==> src/common/pixel_pkg.sv <==
// ======================================
// shared definitions of the pixel readout
// bus addresses, word tags, sizes, the
// sequence output bit map and the state
// and select enums
// ======================================

package pixel_pkg;

    // bus addresses, after the offset is removed
    localparam logic [15:0] bus_offset       = 16'h4000;
    localparam logic [15:0] seq_gen_baseaddr = 16'h1000;
    localparam logic [15:0] seq_ctrl_addr    = seq_gen_baseaddr;
    localparam logic [15:0] seq_len_addr     = seq_gen_baseaddr + 16'd1;
    localparam logic [15:0] seq_mem_addr     = seq_gen_baseaddr + 16'd16;
    localparam logic [15:0] tdc_baseaddr     = 16'h0200;

    // sequence memory
    localparam int seq_depth    = 64;
    localparam int seq_add_bits = $clog2(seq_depth);

    // sequence output bits
    localparam int seq_bit_sr_in         = 0;
    localparam int seq_bit_global_sr_en  = 1;
    localparam int seq_bit_global_ctr_ld = 2;
    localparam int seq_bit_global_dac_ld = 3;
    localparam int seq_bit_pixel_sr_en   = 4;
    localparam int seq_bit_inject        = 5;

    // data words
    localparam logic [3:0] spi_id = 4'b0001;
    localparam logic [3:0] tdc_id = 4'b0100;
    localparam int spi_word_bits  = 16;
    localparam int spi_cnt_bits   = $clog2(spi_word_bits);
    localparam int word_cnt_bits  = 12;

    // output buffer
    localparam int fifo_depth     = 16;
    localparam int fifo_near_full = 12;
    localparam int fifo_add_bits  = $clog2(fifo_depth);

    typedef enum logic {seq_idle, seq_run} seq_state_t;
    typedef enum logic [1:0] {seq_sel_ctrl, seq_sel_len, seq_sel_mem} seq_sel_t;
    typedef enum logic [1:0] {tdc_wait, tdc_count, tdc_emit} tdc_state_t;

endpackage

==> src/seq_gen/seq_gen.sv <==
// ======================================
// sequence generator
// step memory with bus write port, length
// register and the playback FSM
// ======================================

`timescale 1ns/1ns

module seq_gen (
    input  logic                              bus_clk,
    input  logic                              rst,
    input  logic                              wr,
    input  logic [1:0]                        wr_sel,
    input  logic [pixel_pkg::seq_add_bits-1:0] wr_add,
    input  logic [7:0]                        wr_data,
    output logic [7:0]                        seq_out,
    output logic                              busy
);

    logic [7:0] mem [pixel_pkg::seq_depth];

    pixel_pkg::seq_state_t state;

    logic [pixel_pkg::seq_add_bits-1:0] step;
    logic [pixel_pkg::seq_add_bits-1:0] last_q;
    logic start;
    logic len_wr;

    assign start  = wr && wr_sel == pixel_pkg::seq_sel_ctrl && wr_data[0];
    assign len_wr = wr && wr_sel == pixel_pkg::seq_sel_len;
    assign busy   = state == pixel_pkg::seq_run;

    // step memory, written from the bus at any time
    always_ff @(posedge bus_clk) begin
        if (wr && wr_sel == pixel_pkg::seq_sel_mem) begin
            mem[wr_add] <= wr_data;
        end
    end

    always_ff @(posedge bus_clk) begin
        if (rst) begin
            state   <= pixel_pkg::seq_idle;
            step    <= '0;
            last_q  <= '1;
            seq_out <= '0;
        end else begin
            // keep last step index; a length of 64 wraps to index 63
            if (len_wr && !busy) begin
                last_q <= wr_data[pixel_pkg::seq_add_bits-1:0] - 1'b1;
            end

            case (state)
                pixel_pkg::seq_idle: begin
                    seq_out <= '0;
                    step    <= '0;
                    if (start) begin
                        state <= pixel_pkg::seq_run;
                    end
                end
                pixel_pkg::seq_run: begin
                    // one step per cycle
                    seq_out <= mem[step];
                    step    <= step + 1'b1;
                    if (step == last_q) begin
                        state <= pixel_pkg::seq_idle;
                    end
                end
                default: begin
                    state <= pixel_pkg::seq_idle;
                end
            endcase
        end
    end

endmodule

==> src/tdc/tdc.sv <==
// ======================================
// HIT_OR pulse width measurement
// counts the high time in bus_clk cycles
// and holds one tagged word for readout
// ======================================

`timescale 1ns/1ns

module tdc (
    input  logic        bus_clk,
    input  logic        rst,
    input  logic        enable,
    input  logic        tdc_in,
    input  logic        fifo_read,
    output logic        fifo_empty,
    output logic [31:0] fifo_data
);

    pixel_pkg::tdc_state_t state;

    logic                               in_q;
    logic                               held;
    logic [15:0]                        hi_cnt;
    logic [pixel_pkg::word_cnt_bits-1:0] evt_cnt;

    assign fifo_empty = !held;

    always_ff @(posedge bus_clk) begin
        if (rst) begin
            state   <= pixel_pkg::tdc_wait;
            in_q    <= 1'b0;
            held    <= 1'b0;
            hi_cnt  <= '0;
            evt_cnt <= '0;
        end else begin
            in_q <= tdc_in;
            if (fifo_read) begin
                held <= 1'b0;
            end

            case (state)
                pixel_pkg::tdc_wait: begin
                    // rising edge only, and only with the word register free
                    if (enable && tdc_in && !in_q && !held) begin
                        hi_cnt <= 16'd1;
                        state  <= pixel_pkg::tdc_count;
                    end
                end
                pixel_pkg::tdc_count: begin
                    if (!tdc_in) begin
                        state <= pixel_pkg::tdc_emit;
                    end else if (hi_cnt != 16'hffff) begin
                        hi_cnt <= hi_cnt + 1'b1;
                    end
                end
                pixel_pkg::tdc_emit: begin
                    held    <= 1'b1;
                    evt_cnt <= evt_cnt + 1'b1;
                    state   <= pixel_pkg::tdc_wait;
                end
                default: begin
                    state <= pixel_pkg::tdc_wait;
                end
            endcase
        end
    end

    // word: tag, event count, high time
    always_ff @(posedge bus_clk) begin
        if (state == pixel_pkg::tdc_emit) begin
            fifo_data <= {pixel_pkg::tdc_id, evt_cnt, hi_cnt};
        end
    end

endmodule

==> src/verilog/spi_rx.sv <==
// ======================================
// pixel shift-register receiver
// deserializes sdi while sen is high and
// holds one tagged word for readout
// ======================================

`timescale 1ns/1ns

module spi_rx (
    input  logic        bus_clk,
    input  logic        rst,
    input  logic        sen,
    input  logic        sdi,
    input  logic        fifo_read,
    output logic        fifo_empty,
    output logic [31:0] fifo_data
);

    logic [pixel_pkg::spi_word_bits-1:0] sr;
    logic [pixel_pkg::spi_word_bits-1:0] sr_next;
    logic [pixel_pkg::spi_cnt_bits-1:0]  bit_cnt;
    logic [pixel_pkg::word_cnt_bits-1:0] word_cnt;
    logic                               held;
    logic                               done;
    logic                               load;

    // first sampled bit ends up as the MSB
    assign sr_next = {sr[pixel_pkg::spi_word_bits-2:0], sdi};
    assign done    = sen && bit_cnt == pixel_pkg::spi_cnt_bits'(pixel_pkg::spi_word_bits - 1);

    // a word completing while the old one is still held is dropped
    assign load       = done && (!held || fifo_read);
    assign fifo_empty = !held;

    always_ff @(posedge bus_clk) begin
        if (sen) begin
            sr <= sr_next;
        end
    end

    always_ff @(posedge bus_clk) begin
        if (rst) begin
            bit_cnt  <= '0;
            word_cnt <= '0;
            held     <= 1'b0;
        end else begin
            if (sen) begin
                bit_cnt <= done ? '0 : bit_cnt + 1'b1;
            end
            if (load) begin
                held     <= 1'b1;
                word_cnt <= word_cnt + 1'b1;
            end else if (fifo_read) begin
                held <= 1'b0;
            end
        end
    end

    always_ff @(posedge bus_clk) begin
        if (load) begin
            fifo_data <= {pixel_pkg::spi_id, word_cnt, sr_next};
        end
    end

endmodule

==> src/verilog/rr_arbiter.sv <==
// ======================================
// round-robin merge of two word sources
// combinational grant, registered write
// toward the output FIFO
// ======================================

`timescale 1ns/1ns

module rr_arbiter (
    input  logic        bus_clk,
    input  logic        rst,
    input  logic [1:0]  req,
    input  logic [31:0] data_in0,
    input  logic [31:0] data_in1,
    input  logic        full,
    output logic [1:0]  grant,
    output logic        wr_en,
    output logic [31:0] wr_data
);

    // source granted most recently
    logic last;

    // at most one word in flight, so full is up to date at the next grant
    always_comb begin
        grant = 2'b00;
        if (!full && !wr_en) begin
            if (req[0] && (!req[1] || last)) begin
                grant = 2'b01;
            end else if (req[1]) begin
                grant = 2'b10;
            end
        end
    end

    always_ff @(posedge bus_clk) begin
        if (rst) begin
            last  <= 1'b1;
            wr_en <= 1'b0;
        end else begin
            wr_en <= |grant;
            if (|grant) begin
                last <= grant[1];
            end
        end
    end

    always_ff @(posedge bus_clk) begin
        if (|grant) begin
            wr_data <= grant[1] ? data_in1 : data_in0;
        end
    end

endmodule

==> src/verilog/out_fifo.sv <==
// ======================================
// output word FIFO
// 16 x 32 RAM, first-word fall-through
// read, fill count and near-full flag
// ======================================

`timescale 1ns/1ns

module out_fifo (
    input  logic        bus_clk,
    input  logic        rst,
    input  logic        wr_en,
    input  logic [31:0] wr_data,
    input  logic        rd_en,
    output logic [31:0] rd_data,
    output logic        empty,
    output logic        full,
    output logic        near_full
);

    logic [31:0] mem [pixel_pkg::fifo_depth];

    logic [pixel_pkg::fifo_add_bits-1:0] wr_ptr;
    logic [pixel_pkg::fifo_add_bits-1:0] rd_ptr;
    logic [pixel_pkg::fifo_add_bits:0]   count;
    logic                               do_wr;
    logic                               do_rd;

    assign do_wr = wr_en && !full;
    assign do_rd = rd_en && !empty;

    assign empty     = count == '0;
    assign full      = count == (pixel_pkg::fifo_add_bits + 1)'(pixel_pkg::fifo_depth);
    assign near_full = count >= (pixel_pkg::fifo_add_bits + 1)'(pixel_pkg::fifo_near_full);

    // head word visible without a read cycle
    assign rd_data = mem[rd_ptr];

    always_ff @(posedge bus_clk) begin
        if (do_wr) begin
            mem[wr_ptr] <= wr_data;
        end
    end

    always_ff @(posedge bus_clk) begin
        if (rst) begin
            wr_ptr <= '0;
            rd_ptr <= '0;
            count  <= '0;
        end else begin
            if (do_wr) begin
                wr_ptr <= wr_ptr + 1'b1;
            end
            if (do_rd) begin
                rd_ptr <= rd_ptr + 1'b1;
            end
            case ({do_wr, do_rd})
                2'b10:   count <= count + 1'b1;
                2'b01:   count <= count - 1'b1;
                default: count <= count;
            endcase
        end
    end

endmodule

==> src/verilog/usb_reader.sv <==
// ======================================
// host read port
// splits buffered words into bytes, LSB
// first, on fread with fstrobe
// ======================================

`timescale 1ns/1ns

module usb_reader (
    input  logic        bus_clk,
    input  logic        rst,
    input  logic        fifo_empty,
    input  logic [31:0] fifo_data,
    input  logic        fread,
    input  logic        fstrobe,
    output logic        fifo_rd,
    output logic [7:0]  fd,
    output logic        fifo_not_empty
);

    logic [31:0] word;
    logic [1:0]  idx;
    logic        held;
    logic        adv;

    assign adv = held && fread && fstrobe;

    // refill when idle or when the last byte goes out
    assign fifo_rd        = !fifo_empty && (!held || (adv && idx == 2'd3));
    assign fd             = held ? word[idx*8 +: 8] : 8'h00;
    assign fifo_not_empty = held;

    always_ff @(posedge bus_clk) begin
        if (rst) begin
            held <= 1'b0;
            idx  <= 2'd0;
        end else if (fifo_rd) begin
            held <= 1'b1;
            idx  <= 2'd0;
        end else if (adv) begin
            if (idx == 2'd3) begin
                held <= 1'b0;
            end
            idx <= idx + 1'b1;
        end
    end

    always_ff @(posedge bus_clk) begin
        if (fifo_rd) begin
            word <= fifo_data;
        end
    end

endmodule

==> src/verilog/pixel.sv <==
// ======================================
// pixel readout top level
// bus decode, TDC enable register, chip
// control split and block wiring
// ======================================

`timescale 1ns/1ns

module pixel (
    input  logic        bus_clk,
    input  logic        rst,
    input  logic [15:0] add,
    input  logic [7:0]  bus_data,
    input  logic        wr_b,
    input  logic        fread,
    input  logic        fstrobe,
    input  logic        pixel_sr_out,
    input  logic        hit_or,
    output logic [7:0]  fd,
    output logic        fifo_not_empty,
    output logic        sr_in,
    output logic        global_sr_clk,
    output logic        global_ctr_ld,
    output logic        global_dac_ld,
    output logic        pixel_sr_clk,
    output logic        inject,
    output logic        led1
);

    logic [15:0] bus_add;
    logic [15:0] mem_off;
    logic        bus_wr;
    logic        seq_wr;
    logic [1:0]  seq_sel;
    logic        tdc_en;
    logic [7:0]  seq_out;

    logic        spi_empty, spi_read, tdc_empty, tdc_read;
    logic [31:0] spi_data, tdc_data, arb_data, fifo_data;
    logic [1:0]  grant;
    logic        arb_wr, fifo_full, fifo_empty, fifo_rd, near_full;

    assign bus_add = add - pixel_pkg::bus_offset;
    assign bus_wr  = ~wr_b;

    // below the memory base this wraps to a large value
    assign mem_off = bus_add - pixel_pkg::seq_mem_addr;

    always_comb begin
        seq_wr  = 1'b0;
        seq_sel = pixel_pkg::seq_sel_ctrl;
        if (bus_add == pixel_pkg::seq_ctrl_addr) begin
            seq_wr = bus_wr;
        end else if (bus_add == pixel_pkg::seq_len_addr) begin
            seq_wr  = bus_wr;
            seq_sel = pixel_pkg::seq_sel_len;
        end else if (mem_off < 16'(pixel_pkg::seq_depth)) begin
            seq_wr  = bus_wr;
            seq_sel = pixel_pkg::seq_sel_mem;
        end
    end

    always_ff @(posedge bus_clk) begin
        if (rst) begin
            tdc_en <= 1'b0;
        end else if (bus_wr && bus_add == pixel_pkg::tdc_baseaddr) begin
            tdc_en <= bus_data[0];
        end
    end

    // chip controls; enable bits leave as one-cycle clock pulses
    assign sr_in         = seq_out[pixel_pkg::seq_bit_sr_in];
    assign global_sr_clk = seq_out[pixel_pkg::seq_bit_global_sr_en];
    assign global_ctr_ld = seq_out[pixel_pkg::seq_bit_global_ctr_ld];
    assign global_dac_ld = seq_out[pixel_pkg::seq_bit_global_dac_ld];
    assign pixel_sr_clk  = seq_out[pixel_pkg::seq_bit_pixel_sr_en];
    assign inject        = seq_out[pixel_pkg::seq_bit_inject];
    assign led1          = near_full;

    assign {spi_read, tdc_read} = grant;

    seq_gen i_seq_gen (
        .bus_clk(bus_clk), .rst(rst), .wr(seq_wr), .wr_sel(seq_sel),
        .wr_add(mem_off[pixel_pkg::seq_add_bits-1:0]), .wr_data(bus_data),
        .seq_out(seq_out), .busy()
    );

    spi_rx i_spi_rx (
        .bus_clk(bus_clk), .rst(rst), .sen(pixel_sr_clk), .sdi(pixel_sr_out),
        .fifo_read(spi_read), .fifo_empty(spi_empty), .fifo_data(spi_data)
    );

    tdc i_tdc (
        .bus_clk(bus_clk), .rst(rst), .enable(tdc_en), .tdc_in(hit_or),
        .fifo_read(tdc_read), .fifo_empty(tdc_empty), .fifo_data(tdc_data)
    );

    rr_arbiter i_rr_arbiter (
        .bus_clk(bus_clk), .rst(rst), .req({~spi_empty, ~tdc_empty}),
        .data_in0(tdc_data), .data_in1(spi_data), .full(fifo_full),
        .grant(grant), .wr_en(arb_wr), .wr_data(arb_data)
    );

    out_fifo i_out_fifo (
        .bus_clk(bus_clk), .rst(rst), .wr_en(arb_wr), .wr_data(arb_data),
        .rd_en(fifo_rd), .rd_data(fifo_data), .empty(fifo_empty),
        .full(fifo_full), .near_full(near_full)
    );

    usb_reader i_usb_reader (
        .bus_clk(bus_clk), .rst(rst), .fifo_empty(fifo_empty),
        .fifo_data(fifo_data), .fread(fread), .fstrobe(fstrobe),
        .fifo_rd(fifo_rd), .fd(fd), .fifo_not_empty(fifo_not_empty)
    );

endmodule

==> config.mk <==
export PLATFORM = sky130hd
export DESIGN_NAME = pixel
export DESIGN_NICKNAME = d
export VERILOG_FILES = /design/src/common/pixel_pkg.sv /design/src/seq_gen/seq_gen.sv /design/src/tdc/tdc.sv /design/src/verilog/spi_rx.sv /design/src/verilog/rr_arbiter.sv /design/src/verilog/out_fifo.sv /design/src/verilog/usb_reader.sv /design/src/verilog/pixel.sv
export SDC_FILE = /design/constraint.sdc
export NUM_CORES = 1
export LEC_CHECK = 0
export ABC_AREA = 1
export BUFFER_PORTS_ARGS = -buffer_cell sky130_fd_sc_hd__buf_2
export CORE_MARGIN = 2
export CORE_UTILIZATION = 63
export CTS_CLUSTER_DIAMETER = 80
export DETAILED_ROUTE_END_ITERATION = 16
export PLACE_DENSITY = 0.79
export SYNTH_ARGS = -nofsm -noshare
export SYNTH_HDL_FRONTEND = slang
export SYNTH_SLANG_ARGS = --single-unit
==> constraint.sdc <==
create_clock -name bus_clk -period 4.2 [get_ports bus_clk]
set_input_delay 0 -clock bus_clk [delete_from_list [all_inputs] [get_ports bus_clk]]
set_output_delay 0 -clock bus_clk [all_outputs]
set_load 0.1 [all_outputs]
==> flow_summary.json <==
{
  "cts_tree": "yes",
  "vias": 28250,
  "grt_remaining_overflow": 0,
  "pwr_density_cell_nw_per_um2": 507.9,
  "htreeDepth": 3,
  "portBuffers": 44,
  "drt-initial-drc-count": 3532,
  "grt_pass1_wl_mm": 152.0,
  "yosysWarnings": 0,
  "setup.worst_path.class": "flip-flop to flip-flop",
  "irDropWorstVdd_uv": 427.8,
  "drive_gt1_share_pct": 8.107,
  "hp-class": "input port to flip-flop",
  "post-route-period-util_pct": 75.90,
  "p_leak_nw": 16.92,
  "fin_nets": 3691,
  "wirelength_mm": 99.89,
  "fin_cells": 4656,
  "routedWlPerCell_microns": 21.45,
  "critPathArrivalTime_ns": 3.78,
  "areaGrowthSynthToFinish_pct": 10.59,
  "cap_viol_max_count": 0,
  "diodes": 0,
  "synth_area_sq_um": 43770,
  "setup_ws_ns": 1.012,
  "syn_inst": 3622,
  "die_h_microns": 267.6,
  "finalSetupTns_ns": 0,
  "synthTopCellsByArea": "edfxtp_1, nand2_1, nor2_1",
  "final-hold-violation-count": 0,
  "fp.dieW_microns": 267.6,
  "slew_viol_final": 0,
  "skew_ns": 0.02105,
  "drc": 0,
  "rsz0062_at_grt": "false",
  "yosysTopAreaCellShare_pct": 68.27,
  "synth_edf_count": 995,
  "worstSkewPairLatency_ns": 0.67,
  "syn_nets": 3671,
  "cp.required_ns": 4.80,
  "antenna_found_initial": 4,
  "globalRouteTotalUtil_pct": 28.08,
  "viasPerCell": 6.068,
  "clkSinkCount": 1082,
  "cts_made_buffers": 102,
  "synthDistinctLibCells": 41,
  "std_cell_rows": 96,
  "slew-limit-headroom_pct": 23.81,
  "fin_area_sq_um": 48400,
  "clockBufferDepth": 3,
  "dieArea_sq_um": 71600,
  "clk_pin_slew_ns": 0.06,
  "period_needed_ns": 3.188,
  "dpl_worst_slack_ns": 1.329,
  "syn_avg_cell_area_sq_um": 12.08,
  "ys_seq_area_share_pct": 72.25,
  "grt_pass1_vias": 27220,
  "drtPass1Iterations": 6,
  "hpwlAfterDp_mm": 55.43,
  "synth_ff_type": "edfxtp_1",
  "io_pins": 47,
  "setup_viol": 0,
  "critPathMaxFanout": 5,
  "fmax_ghz": 0.3137,
  "ys_seq_elements": 1082,
  "ant_nets": 0,
  "postPlaceCellArea_sq_um": 44900,
  "core_sq_um": 68710,
  "cts_root_buf": "clkbuf_16",
  "dp_cells": 4456,
  "cts_resized": 0,
  "gp_congestion": 0.8919,
  "end_kind": "flip-flop",
  "outcome": "completed",
  "worstSetupStartpointType": "flip-flop",
  "synth_area_leader_cell": "edfxtp_1",
  "grt_max_degree": 208,
  "worst_pin_slew_ns": 1.142,
  "synth-async-reset-ratio_pct": 0,
  "post-cts-setup-buffers": 0,
  "initial_utilization_pct": 63.70
}
cell families after synthesis:
| family | after synthesis | share of synthesized area, % |
|---|---|---|
| compound gates | 496 | 6.993 |
| fa+ha+maj | 18 | 0.5317 |
| xor+xnor | 27 | 0.5403 |
| flops | 1082 | 72.25 |
| buf+inv | 410 | 3.794 |
| simple gates | 1501 | 13.88 |
| mux | 88 | 2.013 |
worst max-delay path, stage by stage, from the launching register on:
cell and delay, ns:
dfxtp_1 0.38, nand3_1 0.08, dlygate4sd3_1 0.61, inv_1 0.09, nand2_1 0.05, nand2_1 0.08, nand2_1 0.13, clkinv_1 0.16
ha_1 0.27, inv_1 0.12, fa_1 0.46, inv_1 0.07, nand2_1 0.04, nand2_1 0.06, a21oi_1 0.07, nor2_1 0.09
nor2_1 0.04, nand2_1 0.07, o21ai_0 0.07, a21oi_1 0.17
cell usage after synthesis, types with 38 or more instances:
cell type    n
nand2_1    696
o21ai_0    230
dfxtp_1     87
nor2_1     527
inv_1      208
o221ai_1    88
a21oi_1     95
edfxtp_1   995
buf_2       47
o211ai_1    38
clkbuf_1   112
mux2i_1     88
nand3_1    216
path summary, 6_finish.rpt:
check,start,to,slack (ns),cells after the start
worst max-delay path,i_usb_reader.fifo_not_empty,i_out_fifo.count[4],1.01,19
worst min register to register,i_spi_rx.sr[14],i_spi_rx.fifo_data[15],0.43,0
worst min-delay path,bus_data[0],i_seq_gen.mem[36][0],0.05,1
worst max register to register,i_usb_reader.fifo_not_empty,i_out_fifo.count[4],1.01,19
metal layers:
| layer | track usage (%) | vias to the layer above | routed length (microns) |
|---|---|---|---|
| met1 | 40.42 | 13640 | 39650 |
| met2 | 43.59 | 1524 | 46520 |
| met3 | 4.689 | 253 | 10540 |
| met4 | 10.57 | 2 | 3171 |
| met5 | 0 | - | 13 |
| li1 | - | 12830 | - |
sequential cells by signal, indices dropped and copies added (netlist names), 2 cells and up:
name,cells
i_spi_rx.sr,15
i_spi_rx.word_cnt,12
i_usb_reader.idx,2
i_seq_gen.step,6
i_tdc.state,2
i_tdc.fifo_data,28
i_usb_reader.word,30
i_seq_gen.last_q,6
i_spi_rx.fifo_data,28
i_tdc.hi_cnt,16
i_out_fifo.mem,480
i_tdc.evt_cnt,12
i_seq_gen.seq_out,6
i_out_fifo.count,5
i_spi_rx.bit_cnt,4
i_seq_gen.mem,384
i_out_fifo.wr_ptr,4
i_rr_arbiter.wr_data,30
i_out_fifo.rd_ptr,4
power by group:
| group | leakage, nW | total (mW) | switching, mW | internal, mW |
|---|---|---|---|---|
| Combinational | 5.61 | 3.19 | 2.21 | 0.982 |
| Sequential | 9.66 | 12.2 | 0.247 | 12.0 |
| Clock | 1.66 | 9.19 | 3.92 | 5.28 |
cells in the final DEF (no fill, tap or decap), types with 4 or more instances in the layout:
cell type and n:
nor2_1 511, nor2_2 4, edfxtp_1 995, o221ai_1 88, clkinv_1 18, nor2_4 17
dlygate4sd3_1 13, mux2i_1 88, o32ai_1 32, nand2_2 4, clkbuf_16 103, clkbuf_1 13
ha_1 17, o211ai_1 38, buf_12 5, nor3_1 22, buf_2 44, nand2_1 696
dfxtp_1 82, buf_4 45, o21a_1 4, xnor2_1 9, clkinvlp_4 7, a21oi_1 95
inv_1 207, or2_2 6, a211oi_1 4, dfxtp_4 5, bufinv_16 9, nand3_1 216
xor2_1 18, clkbuf_8 12, clkinv_2 24, nand4_1 14, o21ai_0 230, nor4_1 5
stage by stage:
step / util [%] / hold WS [ns] / total power, mW
after floorplan: - / 0.07679 / 14.69
after global placement: 65.35 / 0.1898 / 15.45
after detailed placement: 65.35 / 0.1932 / 15.53
after CTS: 70.45 / 0.01220 / 24.61
after global routing: 70.45 / 0.05844 / 25.33
final: 70.45 / 0.05355 / 24.59
layout make-up:
type,instances,area (sq um)
clock inverter,59,581.8
multi-input combinational,2130,10610
fill,4390,20300
clock buffer,128,2791
timing repair buffer,107,788.3
tap,931,1165
sequential,1082,31640
inverter,219,830.8
timing repair:
item / in CTS / in global routing
hold buffers: 13 / 0
endpoints found under the hold margin: 110 / 0
endpoints found under the setup margin: 0 / 0
(Power assumes the default switching activity.)
